[src/hdl/wdma_dat_in_cfg.svh]
// write-DMA data-input stage
// widths and counts shared by the datapath blocks

`ifndef WDMA_DAT_IN_CFG_SVH
`define WDMA_DAT_IN_CFG_SVH

// beat and half-beat widths
`define WDMA_DP_DW       256
`define WDMA_HALF_DW     128

// split command payload, size field is beats minus one
`define WDMA_SPT_PD_W    15
`define WDMA_SPT_SIZE_W  14

`define WDMA_NUM_LANES   4
`define WDMA_ELEM_W      16
`define WDMA_NAN_CNT_W   32

`endif

[src/hdl/wdma_dat_in_pkg.sv]
// write-DMA data-input stage
// shared types for config and steering

package wdma_dat_in_pkg;

  // ========================================
  // output precision
  // ========================================

  // register encoding 3 is folded into int16 by the config block
  typedef enum logic [1:0] {
    OUT_INT8  = 2'd0,
    OUT_INT16 = 2'd1,
    OUT_FP16  = 2'd2
  } out_prec_e;

endpackage

[src/hdl/wdma_dat_cfg.sv]
// output precision config for the write-DMA data-input stage
// sampled on op_load, steers dispatch and NaN counting

`timescale 1ns/1ns

module wdma_dat_cfg import wdma_dat_in_pkg::*; (
  input  logic       nvdla_core_clk,
  input  logic       nvdla_core_rstn,
  input  logic       op_load,
  input  logic [1:0] reg2dp_out_precision,
  output out_prec_e  out_prec
);

  always_ff @(posedge nvdla_core_clk or negedge nvdla_core_rstn) begin
    if (!nvdla_core_rstn) begin
      out_prec <= OUT_INT8;
    end else if (op_load) begin
      case (reg2dp_out_precision)
        2'd0: out_prec <= OUT_INT8;
        2'd2: out_prec <= OUT_FP16;
        // 1 and the spare encoding both mean int16
        default: out_prec <= OUT_INT16;
      endcase
    end
  end

endmodule

[src/hdl/wdma_dat_in_top.sv]
// write-DMA data-input stage
// tracks split commands and steers 256-bit beats into four lane buffers

`timescale 1ns/1ns
`include "wdma_dat_in_cfg.svh"

module wdma_dat_in_top import wdma_dat_in_pkg::*; (
  input  logic                          nvdla_core_clk,
  input  logic                          nvdla_core_rstn,
  input  logic                          op_load,
  input  logic [1:0]                    reg2dp_out_precision,
  input  logic                          cmd2dat_spt_pvld,
  output logic                          cmd2dat_spt_prdy,
  input  logic [`WDMA_SPT_PD_W-1:0]     cmd2dat_spt_pd,
  input  logic                          sdp_dp2wdma_valid,
  output logic                          sdp_dp2wdma_ready,
  input  logic [`WDMA_DP_DW-1:0]        sdp_dp2wdma_pd,
  output logic                          dfifo0_rd_pvld,
  input  logic                          dfifo0_rd_prdy,
  output logic [`WDMA_DP_DW-1:0]        dfifo0_rd_pd,
  output logic                          dfifo1_rd_pvld,
  input  logic                          dfifo1_rd_prdy,
  output logic [`WDMA_DP_DW-1:0]        dfifo1_rd_pd,
  output logic                          dfifo2_rd_pvld,
  input  logic                          dfifo2_rd_prdy,
  output logic [`WDMA_DP_DW-1:0]        dfifo2_rd_pd,
  output logic                          dfifo3_rd_pvld,
  input  logic                          dfifo3_rd_prdy,
  output logic [`WDMA_DP_DW-1:0]        dfifo3_rd_pd,
  output logic [`WDMA_NAN_CNT_W-1:0]    dp2reg_status_nan_output_num
);

  out_prec_e                   out_prec;
  logic [1:0]                  beat_phase;
  logic                        in_dat_accept;
  logic [`WDMA_NUM_LANES-1:0]  lane_wr_pvld;
  logic [`WDMA_NUM_LANES-1:0]  lane_wr_prdy;
  logic [`WDMA_DP_DW-1:0]      lane0_wr_pd;
  logic [`WDMA_DP_DW-1:0]      lane1_wr_pd;
  logic [`WDMA_DP_DW-1:0]      lane2_wr_pd;
  logic [`WDMA_DP_DW-1:0]      lane3_wr_pd;

  // ========================================
  // config and command tracking
  // ========================================
  wdma_dat_cfg u_cfg (
    .nvdla_core_clk       (nvdla_core_clk),
    .nvdla_core_rstn      (nvdla_core_rstn),
    .op_load              (op_load),
    .reg2dp_out_precision (reg2dp_out_precision),
    .out_prec             (out_prec)
  );

  wdma_spt_tracker u_tracker (
    .nvdla_core_clk   (nvdla_core_clk),
    .nvdla_core_rstn  (nvdla_core_rstn),
    .cmd2dat_spt_pvld (cmd2dat_spt_pvld),
    .cmd2dat_spt_prdy (cmd2dat_spt_prdy),
    .cmd2dat_spt_pd   (cmd2dat_spt_pd),
    .in_dat_accept    (in_dat_accept),
    .spt_vld          (),
    .beat_phase       (beat_phase),
    .is_last_beat     ()
  );

  // ========================================
  // steering and status
  // ========================================
  wdma_lane_dispatch u_dispatch (
    .out_prec          (out_prec),
    .beat_phase        (beat_phase),
    .sdp_dp2wdma_valid (sdp_dp2wdma_valid),
    .sdp_dp2wdma_ready (sdp_dp2wdma_ready),
    .sdp_dp2wdma_pd    (sdp_dp2wdma_pd),
    .in_dat_accept     (in_dat_accept),
    .lane_wr_pvld      (lane_wr_pvld),
    .lane_wr_prdy      (lane_wr_prdy),
    .lane0_wr_pd       (lane0_wr_pd),
    .lane1_wr_pd       (lane1_wr_pd),
    .lane2_wr_pd       (lane2_wr_pd),
    .lane3_wr_pd       (lane3_wr_pd)
  );

  wdma_nan_counter u_nan_cnt (
    .nvdla_core_clk               (nvdla_core_clk),
    .nvdla_core_rstn              (nvdla_core_rstn),
    .op_load                      (op_load),
    .out_prec                     (out_prec),
    .in_dat_accept                (in_dat_accept),
    .sdp_dp2wdma_pd               (sdp_dp2wdma_pd),
    .dp2reg_status_nan_output_num (dp2reg_status_nan_output_num)
  );

  // ========================================
  // lane buffers
  // ========================================
  wdma_lane_fifo u_dfifo0 (
    .nvdla_core_clk  (nvdla_core_clk),
    .nvdla_core_rstn (nvdla_core_rstn),
    .wr_pvld         (lane_wr_pvld[0]),
    .wr_prdy         (lane_wr_prdy[0]),
    .wr_pd           (lane0_wr_pd),
    .rd_pvld         (dfifo0_rd_pvld),
    .rd_prdy         (dfifo0_rd_prdy),
    .rd_pd           (dfifo0_rd_pd)
  );

  wdma_lane_fifo u_dfifo1 (
    .nvdla_core_clk  (nvdla_core_clk),
    .nvdla_core_rstn (nvdla_core_rstn),
    .wr_pvld         (lane_wr_pvld[1]),
    .wr_prdy         (lane_wr_prdy[1]),
    .wr_pd           (lane1_wr_pd),
    .rd_pvld         (dfifo1_rd_pvld),
    .rd_prdy         (dfifo1_rd_prdy),
    .rd_pd           (dfifo1_rd_pd)
  );

  wdma_lane_fifo u_dfifo2 (
    .nvdla_core_clk  (nvdla_core_clk),
    .nvdla_core_rstn (nvdla_core_rstn),
    .wr_pvld         (lane_wr_pvld[2]),
    .wr_prdy         (lane_wr_prdy[2]),
    .wr_pd           (lane2_wr_pd),
    .rd_pvld         (dfifo2_rd_pvld),
    .rd_prdy         (dfifo2_rd_prdy),
    .rd_pd           (dfifo2_rd_pd)
  );

  wdma_lane_fifo u_dfifo3 (
    .nvdla_core_clk  (nvdla_core_clk),
    .nvdla_core_rstn (nvdla_core_rstn),
    .wr_pvld         (lane_wr_pvld[3]),
    .wr_prdy         (lane_wr_prdy[3]),
    .wr_pd           (lane3_wr_pd),
    .rd_pvld         (dfifo3_rd_pvld),
    .rd_prdy         (dfifo3_rd_prdy),
    .rd_pd           (dfifo3_rd_pd)
  );

endmodule

[src/hdl/wdma_lane_dispatch.sv]
// lane steering for the write-DMA data-input stage
// picks lane enables from precision and beat phase, forms lane payloads

`timescale 1ns/1ns
`include "wdma_dat_in_cfg.svh"

module wdma_lane_dispatch import wdma_dat_in_pkg::*; (
  input  out_prec_e                    out_prec,
  input  logic [1:0]                   beat_phase,
  input  logic                         sdp_dp2wdma_valid,
  output logic                         sdp_dp2wdma_ready,
  input  logic [`WDMA_DP_DW-1:0]       sdp_dp2wdma_pd,
  output logic                         in_dat_accept,
  output logic [`WDMA_NUM_LANES-1:0]   lane_wr_pvld,
  input  logic [`WDMA_NUM_LANES-1:0]   lane_wr_prdy,
  output logic [`WDMA_DP_DW-1:0]       lane0_wr_pd,
  output logic [`WDMA_DP_DW-1:0]       lane1_wr_pd,
  output logic [`WDMA_DP_DW-1:0]       lane2_wr_pd,
  output logic [`WDMA_DP_DW-1:0]       lane3_wr_pd
);

  logic [`WDMA_NUM_LANES-1:0] lane_en;
  logic [`WDMA_DP_DW-1:0]     upper_half;
  logic                       wide_mode;

  // ========================================
  // lane enables
  // ========================================
  always_comb begin
    lane_en = '0;
    case (out_prec)
      // int8 rotates one lane per beat
      OUT_INT8: lane_en[beat_phase] = 1'b1;
      default: begin
        // 16-bit modes write a lane pair per beat
        if (beat_phase[0]) begin
          lane_en = 4'b1100;
        end else begin
          lane_en = 4'b0011;
        end
      end
    endcase
  end

  // ========================================
  // payloads
  // ========================================
  assign wide_mode  = (out_prec != OUT_INT8);
  assign upper_half = {{`WDMA_HALF_DW{1'b0}},
                       sdp_dp2wdma_pd[`WDMA_DP_DW-1:`WDMA_HALF_DW]};

  assign lane0_wr_pd = sdp_dp2wdma_pd;
  assign lane2_wr_pd = sdp_dp2wdma_pd;
  // odd lanes carry the upper half in 16-bit modes
  assign lane1_wr_pd = wide_mode ? upper_half : sdp_dp2wdma_pd;
  assign lane3_wr_pd = wide_mode ? upper_half : sdp_dp2wdma_pd;

  // every enabled lane must have room, so a pair is written together or not at all
  assign sdp_dp2wdma_ready = &(lane_wr_prdy | ~lane_en);
  assign in_dat_accept     = sdp_dp2wdma_valid & sdp_dp2wdma_ready;
  assign lane_wr_pvld      = lane_en & {`WDMA_NUM_LANES{in_dat_accept}};

endmodule

[src/hdl/wdma_lane_fifo.sv]
// two-entry skid buffer for one output lane
// registered read side, write ready comes straight from a flop

`timescale 1ns/1ns
`include "wdma_dat_in_cfg.svh"

module wdma_lane_fifo #(
  parameter int DW = `WDMA_DP_DW
) (
  input  logic          nvdla_core_clk,
  input  logic          nvdla_core_rstn,
  input  logic          wr_pvld,
  output logic          wr_prdy,
  input  logic [DW-1:0] wr_pd,
  output logic          rd_pvld,
  input  logic          rd_prdy,
  output logic [DW-1:0] rd_pd
);

  logic          out_vld;
  logic [DW-1:0] out_pd;
  logic          skid_vld;
  logic [DW-1:0] skid_pd;
  logic          wr_accept;
  logic          out_load;

  assign wr_prdy   = ~skid_vld;
  assign wr_accept = wr_pvld & wr_prdy;
  // output slot empty or draining this cycle
  assign out_load  = ~out_vld | rd_prdy;

  always_ff @(posedge nvdla_core_clk or negedge nvdla_core_rstn) begin
    if (!nvdla_core_rstn) begin
      out_vld  <= 1'b0;
      skid_vld <= 1'b0;
    end else if (out_load) begin
      // skid entry drains first to keep order
      out_vld  <= skid_vld | wr_accept;
      skid_vld <= 1'b0;
    end else if (wr_accept) begin
      skid_vld <= 1'b1;
    end
  end

  always_ff @(posedge nvdla_core_clk) begin
    if (out_load && (skid_vld || wr_accept)) begin
      out_pd <= skid_vld ? skid_pd : wr_pd;
    end
    if (!out_load && wr_accept) begin
      skid_pd <= wr_pd;
    end
  end

  assign rd_pvld = out_vld;
  assign rd_pd   = out_pd;

  // dispatch only writes a lane once every enabled lane has room
  a_no_wr_when_full: assert property (@(posedge nvdla_core_clk) disable iff (!nvdla_core_rstn)
    wr_pvld |-> wr_prdy)
    else $error("lane buffer written while full");

endmodule

[src/hdl/wdma_nan_counter.sv]
// fp16 NaN status counter
// counts NaN elements of each accepted beat, saturating, cleared on op_load

`timescale 1ns/1ns
`include "wdma_dat_in_cfg.svh"

module wdma_nan_counter import wdma_dat_in_pkg::*; (
  input  logic                         nvdla_core_clk,
  input  logic                         nvdla_core_rstn,
  input  logic                         op_load,
  input  out_prec_e                    out_prec,
  input  logic                         in_dat_accept,
  input  logic [`WDMA_DP_DW-1:0]       sdp_dp2wdma_pd,
  output logic [`WDMA_NAN_CNT_W-1:0]   dp2reg_status_nan_output_num
);

  localparam int NUM_ELEM = `WDMA_DP_DW / `WDMA_ELEM_W;
  localparam int NUM_W    = $clog2(NUM_ELEM + 1);
  // fp16 field layout
  localparam int MAN_W    = 10;
  localparam int EXP_W    = 5;

  logic [NUM_W-1:0]           nan_num;
  logic [`WDMA_NAN_CNT_W-1:0] nan_cnt;
  logic [`WDMA_NAN_CNT_W-1:0] cnt_sum;
  logic                       cnt_carry;
  logic                       cnt_en;

  // exponent all ones with nonzero mantissa, infinities excluded
  always_comb begin
    nan_num = '0;
    for (int i = 0; i < NUM_ELEM; i++) begin
      if ((&sdp_dp2wdma_pd[i*`WDMA_ELEM_W+MAN_W +: EXP_W]) &&
          (|sdp_dp2wdma_pd[i*`WDMA_ELEM_W +: MAN_W])) begin
        nan_num = nan_num + NUM_W'(1);
      end
    end
  end

  assign cnt_en = in_dat_accept & (out_prec == OUT_FP16);
  assign {cnt_carry, cnt_sum} = {1'b0, nan_cnt} + (`WDMA_NAN_CNT_W+1)'(nan_num);

  always_ff @(posedge nvdla_core_clk or negedge nvdla_core_rstn) begin
    if (!nvdla_core_rstn) begin
      nan_cnt <= '0;
    end else if (op_load) begin
      nan_cnt <= '0;
    end else if (cnt_en) begin
      nan_cnt <= cnt_carry ? '1 : cnt_sum;
    end
  end

  assign dp2reg_status_nan_output_num = nan_cnt;

endmodule

[src/hdl/wdma_spt_tracker.sv]
// split command tracker
// holds the current command and counts its beats, releasing it on the last one

`timescale 1ns/1ns
`include "wdma_dat_in_cfg.svh"

module wdma_spt_tracker (
  input  logic                       nvdla_core_clk,
  input  logic                       nvdla_core_rstn,
  input  logic                       cmd2dat_spt_pvld,
  output logic                       cmd2dat_spt_prdy,
  input  logic [`WDMA_SPT_PD_W-1:0]  cmd2dat_spt_pd,
  input  logic                       in_dat_accept,
  output logic                       spt_vld,
  output logic [1:0]                 beat_phase,
  output logic                       is_last_beat
);

  logic [`WDMA_SPT_SIZE_W-1:0] spt_size;
  logic [`WDMA_SPT_SIZE_W-1:0] beat_count;
  logic                        spt_accept;

  // free slot, or the held command finishes this cycle
  assign cmd2dat_spt_prdy = ~spt_vld | (in_dat_accept & is_last_beat);
  assign spt_accept       = cmd2dat_spt_pvld & cmd2dat_spt_prdy;

  // ========================================
  // command register
  // ========================================
  always_ff @(posedge nvdla_core_clk or negedge nvdla_core_rstn) begin
    if (!nvdla_core_rstn) begin
      spt_vld  <= 1'b0;
      spt_size <= '0;
    end else begin
      if (cmd2dat_spt_prdy) begin
        spt_vld <= cmd2dat_spt_pvld;
      end
      // odd flag in the top bit is not used here
      if (spt_accept) begin
        spt_size <= cmd2dat_spt_pd[`WDMA_SPT_SIZE_W-1:0];
      end
    end
  end

  // ========================================
  // beat counter
  // ========================================
  always_ff @(posedge nvdla_core_clk or negedge nvdla_core_rstn) begin
    if (!nvdla_core_rstn) begin
      beat_count <= '0;
    end else if (in_dat_accept) begin
      if (is_last_beat) begin
        beat_count <= '0;
      end else begin
        beat_count <= beat_count + 1'b1;
      end
    end
  end

  assign is_last_beat = (beat_count == spt_size);
  assign beat_phase   = beat_count[1:0];

  a_dat_in_cmd: assert property (@(posedge nvdla_core_clk) disable iff (!nvdla_core_rstn)
    in_dat_accept |-> spt_vld)
    else $error("data beat accepted while no split command is held");

endmodule

[config.mk]
export PLATFORM = sky130hd
export DESIGN_NAME = wdma_dat_in_top
export DESIGN_NICKNAME = d
export VERILOG_FILES = /design/src/hdl/wdma_dat_in_pkg.sv /design/src/hdl/wdma_dat_cfg.sv /design/src/hdl/wdma_dat_in_top.sv /design/src/hdl/wdma_lane_dispatch.sv /design/src/hdl/wdma_lane_fifo.sv /design/src/hdl/wdma_nan_counter.sv /design/src/hdl/wdma_spt_tracker.sv
export VERILOG_INCLUDE_DIRS = /design/src /design/src/hdl
export SDC_FILE = /design/constraint.sdc
export NUM_CORES = 2
export LEC_CHECK = 0
export BUFFER_PORTS_ARGS = -buffer_cell sky130_fd_sc_hd__buf_2
export CORE_AREA = 2 2 521 523
export CTS_CLUSTER_SIZE = 40
export DETAILED_ROUTE_END_ITERATION = 6
export DIE_AREA = 0 0 523 525
export GPL_TIMING_DRIVEN = 0
export PLACE_DENSITY = 0.5
export SLEW_MARGIN = 15
export SYNTH_ARGS = -nofsm -noshare
export SYNTH_HDL_FRONTEND = slang
export SYNTH_SLANG_ARGS = --single-unit
[constraint.sdc]
create_clock -name nvdla_core_clk -period 25.9 [get_ports nvdla_core_clk]
set_input_delay 1.295 -clock nvdla_core_clk [delete_from_list [all_inputs] [get_ports nvdla_core_clk]]
set_output_delay 1.295 -clock nvdla_core_clk [all_outputs]
set_load 0.02 [all_outputs]
After elaboration in Yosys (flattened, before gate mapping)
Index checks and enable logic that the tools add are counted.

Word-level logic and storage cells: 184. Output and inout bits: 1062. Flip-flop bits (word level): 2119. Input bits: 282.

$lt $le $gt $ge: 2. Mux-type cells: 38. Add/sub/neg operators: 17. Bitwise operators: 29. Equality and inequality tests: 3. Reductions and logical operators: 74.

Operators by type and width (count): 256-bit 2-to-1 mux (5); 10-bit OR reduction (16); 32-bit 2-to-1 mux (3); 5-bit AND reduction (16); 5-bit 2-to-1 mux (15); 5-bit by 1-bit adder with 5-bit output, second input constant (14); 32-bit by 5-bit adder with 33-bit output (1); 1-bit logical AND (25); 14-bit by 1-bit adder with 14-bit output, second input constant (1); 14-bit == test (1); 14-bit 2-to-1 mux (1); 2-bit nonzero test (6); 1-bit 2-to-1 mux (10); 1-bit inverter (9); 1-bit OR (9); 1-bit AND (8); 4-bit 2-to-1 mux (2); 4-bit AND (1); 2-bit == test, second input constant (2); 1-bit zero test (4); 2-bit zero test (2); 1-bit logical OR (4); 4-bit inverter (1); 4-bit OR (1); other kinds (6) (6).

Logic depth before layout (Yosys ltp)
Depth after elaboration: 37. Gate-level depth with buffers: 58. Gate-level depth less buffers: 57.

Hierarchy
A second synthesis with hierarchy kept.

Cell total of the unflattened synthesis: 5261. Area, all modules: 91641.6 um^2.

By module, submodules not included: wdma_lane_fifo (cells each 806, sequential area each 15424.8 um^2, area an instance 19368.6 um^2, instances 4); wdma_lane_dispatch (cells each 1355, sequential area each 0.0 um^2, area an instance 8493.1 um^2, instances 1); wdma_nan_counter (cells each 550, sequential area each 800.8 um^2, area an instance 4101.4 um^2, instances 1); wdma_spt_tracker (cells each 126, sequential area each 725.7 um^2, area an instance 1491.4 um^2, instances 1); wdma_dat_cfg (cells each 6, sequential area each 50.0 um^2, area an instance 81.3 um^2, instances 1).

Worst setup path before layout
No wires, ideal clock.

Path kind: flip-flop to flip-flop. Start: register u_cfg.out_prec[0]. End: register u_dfifo1.skid_pd[0], enable pin. Arrival: 19803 ps. Setup time: 1186 ps. Period minus slack after synthesis: 20989 ps. Path slack: 4911 ps. Path buffers: 2. Cell stages (with the launch flop): 10. Cell sequence: dfrtp_1 > nor2_1 > o21ai_0 > a22o_1 > a221oi_1 > and2_1 > clkbuf_1 > clkbuf_1 > nand2_1 > nor3_1.

Word-level cells in the longest chain between the ends: 9.

Ends and longest elaborated chain: from (decl) (RTL line wdma_dat_cfg.sv:11) `output out_prec_e out_prec`; from (signal assigned) (RTL line wdma_dat_cfg.sv:16) `out_prec <= OUT_INT8;`; from (signal assigned) (RTL line wdma_dat_cfg.sv:19) `2'd0: out_prec <= OUT_INT8;`; from (signal assigned) (RTL line wdma_dat_cfg.sv:20) `2'd2: out_prec <= OUT_FP16;`; 2-bit zero test (RTL line wdma_lane_dispatch.sv:31) `case (out_prec)`; 4-bit 2-to-1 mux (RTL line wdma_lane_dispatch.sv:31); 4-bit inverter (RTL line wdma_lane_dispatch.sv:59) `assign sdp_dp2wdma_ready = &(lane_wr_prdy | ~lane_en);`; 4-bit OR (RTL line wdma_lane_dispatch.sv:59); 4-bit AND reduction (RTL line wdma_lane_dispatch.sv:59); net sdp_dp2wdma_ready (RTL line wdma_dat_in_top.sv:16) `output logic sdp_dp2wdma_ready,`; 1-bit AND (RTL line wdma_lane_dispatch.sv:60) `assign in_dat_accept = sdp_dp2wdma_valid & sdp_dp2wdma_ready;`; 4-bit AND (RTL line wdma_lane_dispatch.sv:61) `` assign lane_wr_pvld = lane_en & {`WDMA_NUM_LANES{in_dat_accept}}; ``; 1-bit AND (RTL line wdma_lane_fifo.sv:28) `assign wr_accept = wr_pvld & wr_prdy;`; 1-bit logical AND (RTL line wdma_lane_fifo.sv:49) `if (!out_load && wr_accept) begin`; to (signal assigned) (RTL line wdma_lane_fifo.sv:50) `skid_pd <= wr_pd;`; to (decl) (RTL line wdma_lane_fifo.sv:23) `logic [DW-1:0] skid_pd;`.

The timed path passes the listed nets, and every way through them passes these cells. A chain may end at the register's enable or synchronous reset.

Final worst setup path
Start: input sdp_dp2wdma_pd[9]. End: register u_nan_cnt.nan_cnt[11] (netlist: u_nan_cnt.dp2reg_status_nan_output_num[11]).

Word-level cells in the longest chain between the ends: 37.

Ends and longest elaborated chain: from (decl) (RTL line wdma_dat_in_top.sv:17) `` input logic [`WDMA_DP_DW-1:0] sdp_dp2wdma_pd, ``; 10-bit OR reduction (*) (RTL line wdma_nan_counter.sv:34) `` (|sdp_dp2wdma_pd[i*`WDMA_ELEM_W +: MAN_W])) begin ``; 1-bit logical AND (*) (RTL line wdma_nan_counter.sv:33) `` if ((&sdp_dp2wdma_pd[i*`WDMA_ELEM_W+MAN_W +: EXP_W]) && ``; 1-bit 2-to-1 mux (*) (RTL line wdma_nan_counter.sv:33); 1-bit by 1-bit adder with 2-bit output (RTL line wdma_nan_counter.sv:35) `nan_num = nan_num + NUM_W'(1);`; 5-bit 2-to-1 mux (*) (RTL line wdma_nan_counter.sv:33); 5-bit by 1-bit adder with 5-bit output (RTL line wdma_nan_counter.sv:35); 5-bit 2-to-1 mux (*) (RTL line wdma_nan_counter.sv:33); 5-bit by 1-bit adder with 5-bit output (RTL line wdma_nan_counter.sv:35); [21 not listed]; 5-bit by 1-bit adder with 5-bit output (RTL line wdma_nan_counter.sv:35); 5-bit 2-to-1 mux (*) (RTL line wdma_nan_counter.sv:33); 5-bit by 1-bit adder with 5-bit output (RTL line wdma_nan_counter.sv:35); 5-bit 2-to-1 mux (*) (RTL line wdma_nan_counter.sv:33); 32-bit by 5-bit adder with 33-bit output (*) (RTL line wdma_nan_counter.sv:41) `` assign {cnt_carry, cnt_sum} = {1'b0, nan_cnt} + (`WDMA_NAN_CNT_W+1)'(nan_num); ``; 32-bit 2-to-1 mux (*) (RTL line wdma_nan_counter.sv:49) `nan_cnt <= cnt_carry ? '1 : cnt_sum;`; 32-bit 2-to-1 mux (*) (RTL line wdma_nan_counter.sv:48) `end else if (cnt_en) begin`; 32-bit 2-to-1 mux (*) (RTL line wdma_nan_counter.sv:46) `end else if (op_load) begin`; to (signal assigned) (RTL line wdma_nan_counter.sv:49); to (decl) (RTL line wdma_nan_counter.sv:24) `` logic [`WDMA_NAN_CNT_W-1:0] nan_cnt; ``.

Mark *: on every way between the ends. The rest lies on a longest branch, timed or not. The select of a mux whose other input is x is not followed.

==> summary.md <==
| Metric | Value |
|---|---|
| Clock Tree Root | clkbuf_16 |
| Critical Path Start Type | input pin |
| Final-report max-slew violation count | 0 |
| Worst slew pin tran | between 1000 and 1500 ps |
| Final critical-path setup slack | 12120 ps |
| Post-route cell area | 104000 µm² |
| Syn nets | about 4900 |
| Simple-Gate Fraction of Synth Area | 0.0394 |
| Die area | around 270000 µm² |
| First-pass DRT Iterations | 5 |
| Slowest CP cell | o311ai_1 |
| Endpoints failing hold | 0 |
| Min Tclk post-route | 13780 ps |
| Crit path DAT | ~15000 ps |
| Global-route wire length before repair | 414 mm |
| R2r worst-path depth | 22 |
| CTS tree | done |
| Maximum operating frequency | around 73 MHz |
| Reg2Reg Setup Slack | approximately 19000 ps |
| Io pins | around 1300 |
| Slowest stage delay, CP | approximately 760 ps |
| Fin util | 0.385 |
| Async SR Flop Fraction | 0.0335 |
| Seq/Total Area, Yosys | 0.777 |
| Pre-CTS setup slack | 11110 ps |
| Worst R2R Start | u_cfg.out_prec[0] |
| Largest family of logic cells by synthesized area | multiplexers |
| Clock transition at the registers of the reported paths | roughly 60 ps |
| Post-synthesis cell type count | 71 |
| Number of global-route vias before repair | between 40000 and 50000 |
| RR Endpoint | u_dfifo3.skid_pd[194] |
| Input/output buffers | between 1000 and 1500 |
| Lkg Pwr | 37.4 nW |
| Via Count | ~50000 |
| Cell area after synthesis | 81500 µm² |
| Count of hold-fix buffers inserted at cts | 0 |
| Largest net degree at the start of global routing | 57 |
| Xor and xnor area share after synthesis | 0.00974 |
| Mux cell area share after synthesis | 0.127 |
| Fin Clk Skew | 72.3 ps |
| Compound-Gate Fraction of Synth Area | 0.0273 |
| # DRC | 0 |
| Clk sinks | 2119 |
| Total gr overflow | 0 |
| EDFF count, synth | just over 2000 |
| Chip Height | roughly 530 µm |
| Max capacitance violation total | 0 |
| Multi-input gate area | ~17000 µm² |
| CTS max path bufs | 4 |
| Ys Warns | 0 |
| Worst path required time | ~27000 ps |
| Adder-Cell Fraction of Synth Area | 0.00378 |
| Final #Nets | 6730 |
| Final TNS setup | 0 ps |
| Status | finished clean |
| Final setup viols | 0 |
| Yosys reg bits | around 2100 |
| Starting DRT DRC Count | approximately 4600 |
| Critical Path Sink Type | flip-flop |
| Routed vias/inst | between 4 and 5 |
| Max-slew headroom | 0.144 |
| Syn Area/Cell | approximately 18 µm² |
| Area grow syn2layout | 27.2% |
| Critical path class | input pin to flip-flop |
| Clk_lat worst skew | 910 ps |
| Post-CTS Setup Repair Bufs | 0 |
| Initial Util | 0.303 |
| RSZ-0062 raised after global routing | no |
| H-tree levels | 4 |
| Main synth FF type | edfxtp_1 |
| Tot Pwr | between 10 and 15 mW |
| Placement Rows | 191 |
| Placer Congestion | 0.849 |
| Post-route ant nets | 0 |
| Hold crit path type | input pin to asynchronous set/reset pin |
| PostCTS Resize Cnt | 0 |
| Worst vdd ir | around 59 µV |
| Total wire length | 307 mm |
| Most frequent CP cell | ha_1 |
| Placed Instance Area | approximately 96000 µm² |
| Avg WL per Cell | 30.1 µm |
| Num CTS Buffers | around 230 |
| All-Layer GR Usage | 0.216 |
| Final Cycle Share | 0.532 |
| P per Cell Area | ~100 nW/µm² |
| HPWL after detailed placement | around 240 mm |
| Core Region | 269000 µm² |
| Die X | roughly 520 µm |
| Layout fillers | between 20000 and 30000 |
| Antenna violations before repair | 62 |
| Fraction of layout cells with a size suffix above 1 | 0.431 |
| Critical path peak fanout | 9 |
| Register area | between 60000 and 70000 µm² |
| Synth Instances | approximately 4600 |
[synthesized netlist by cell type (21+ instances only)]
library cell  number  area, µm²
clkbuf_1         189        709
nor4_1            31        194
a21oi_1           42        210
nor3_1            25        125
dfrtp_1           71       1780
edfxtp_1        2048      61500
nand2_1          439       1650
and3_1            30        188
xnor2_1           39        342
xor2_1            29        254
inv_1            156        586
o21ai_0          287       1440
nor2_1            77        289
ha_1              23        288
nand4_1           21        131
mux2_2           911      10300
nand3_1           46        230
[routing by layer]
layer,track usage,share of wire
met1,0.285,0.42
met2,0.342,0.46
met3,0.0591,0.087
met4,0.0719,0.036
met5,0,0.00053
[sequential cells by signal, summed over array words and instances, names as in the netlist, 2 cells and up]
name,cells
u_cfg.out_prec,2
u_dfifo0.rd_pd,256
u_dfifo0.skid_pd,256
u_dfifo1.rd_pd,256
u_dfifo1.skid_pd,256
u_dfifo2.rd_pd,256
u_dfifo2.skid_pd,256
u_dfifo3.rd_pd,256
u_dfifo3.skid_pd,256
u_nan_cnt.dp2reg_status_nan_output_num,32
u_tracker.beat_count,14
u_tracker.spt_size,14
[final cells by class]
type	count	area share
Buffer	196	0.00744
Antenna cell	21	0.000507
Timing Repair Buffer	1573	0.0970
Multi-Input combinational cell	2144	0.164
Sequential cell	2119	0.611
Tap cell	3570	0.0431
Clock buffer	289	0.0595
Clock inverter	131	0.0124
Inverter	157	0.00570
[where the power goes]
part / total [mW] / internal [mW] / switching, mW / leakage, nW
clock network: 3.30 / 1.92 / 1.39 / 3.64
registers: 4.57 / 4.42 / 0.154 / 19.8
logic: 2.28 / 0.699 / 1.58 / 14.0
[how the worst max path moves through the flow]
| stage | start | end | slack [ps] |
|---|---|---|---|
| floorplan | u_cfg.out_prec[0] | u_dfifo1.skid_pd[0] | 4910 |
| global placement | u_cfg.out_prec[0] | u_dfifo3.skid_pd[64] | -15040 |
| detailed placement | sdp_dp2wdma_pd[9] | u_nan_cnt.dp2reg_status_nan_output_num[11] | 11110 |
| CTS | sdp_dp2wdma_pd[9] | u_nan_cnt.dp2reg_status_nan_output_num[11] | 12040 |
| global route | sdp_dp2wdma_pd[9] | u_nan_cnt.dp2reg_status_nan_output_num[21] | 11020 |
| finish | sdp_dp2wdma_pd[9] | u_nan_cnt.dp2reg_status_nan_output_num[11] | 12120 |
[worst max-delay path, delay by kind of cell]
family	cells	cell delay, ps
simple gates	17	3910
buf+inv	8	1320
xor+xnor	4	1090
mux	3	700
compound gates	16	3220
fa+ha+maj	10	2940
[per-stage QoR]
stage               instances  hold slack [ps]
finish                  10200              322
detailed placement       9759              513
floorplan                4616              496
CTS                     10200              252
global route            10200              284
global placement         9527              507
[cell usage in the layout (no fill, tap or decap), types with 9 or more instances in the layout]
master,synthesis,layout
edfxtp_1,2048,2048
buf_2,0,1340
mux2_2,911,911
nand2_1,439,439
o21ai_0,287,287
clkbuf_16,0,237
clkbuf_1,189,219
inv_1,156,156
buf_4,0,108
nor2_1,77,76
dfrtp_1,71,71
buf_16,0,57
clkinv_1,0,54
nand3_1,46,46
buf_6,1,45
xnor2_1,39,39
clkinv_2,1,38
a21oi_1,42,38
and3_1,30,30
xor2_1,29,29
nor4_1,31,28
bufinv_16,0,24
ha_1,23,23
buf_12,0,22
diode_2,0,21
nand4_1,21,21
nor3_1,25,21
clkbuf_2,0,16
a211oi_1,12,12
and4_1,11,11
a31oi_1,13,10
a311oi_1,10,10
nor2b_1,9,9
[cell families (layout without fill, tap and decap cells)]
family / count (synthesis) / in the layout
AOI/OAI and AO/OA: 402 / 402
muxes: 919 / 919
other: 0 / 21
buffers and inverters: 353 / 2346
and+or+nand+nor: 722 / 722
adders and majority gates: 24 / 24
xor gates and xnor gates: 77 / 77
DFF: 2119 / 2119
No activity file was read; power rests on OpenSTA's default activity.
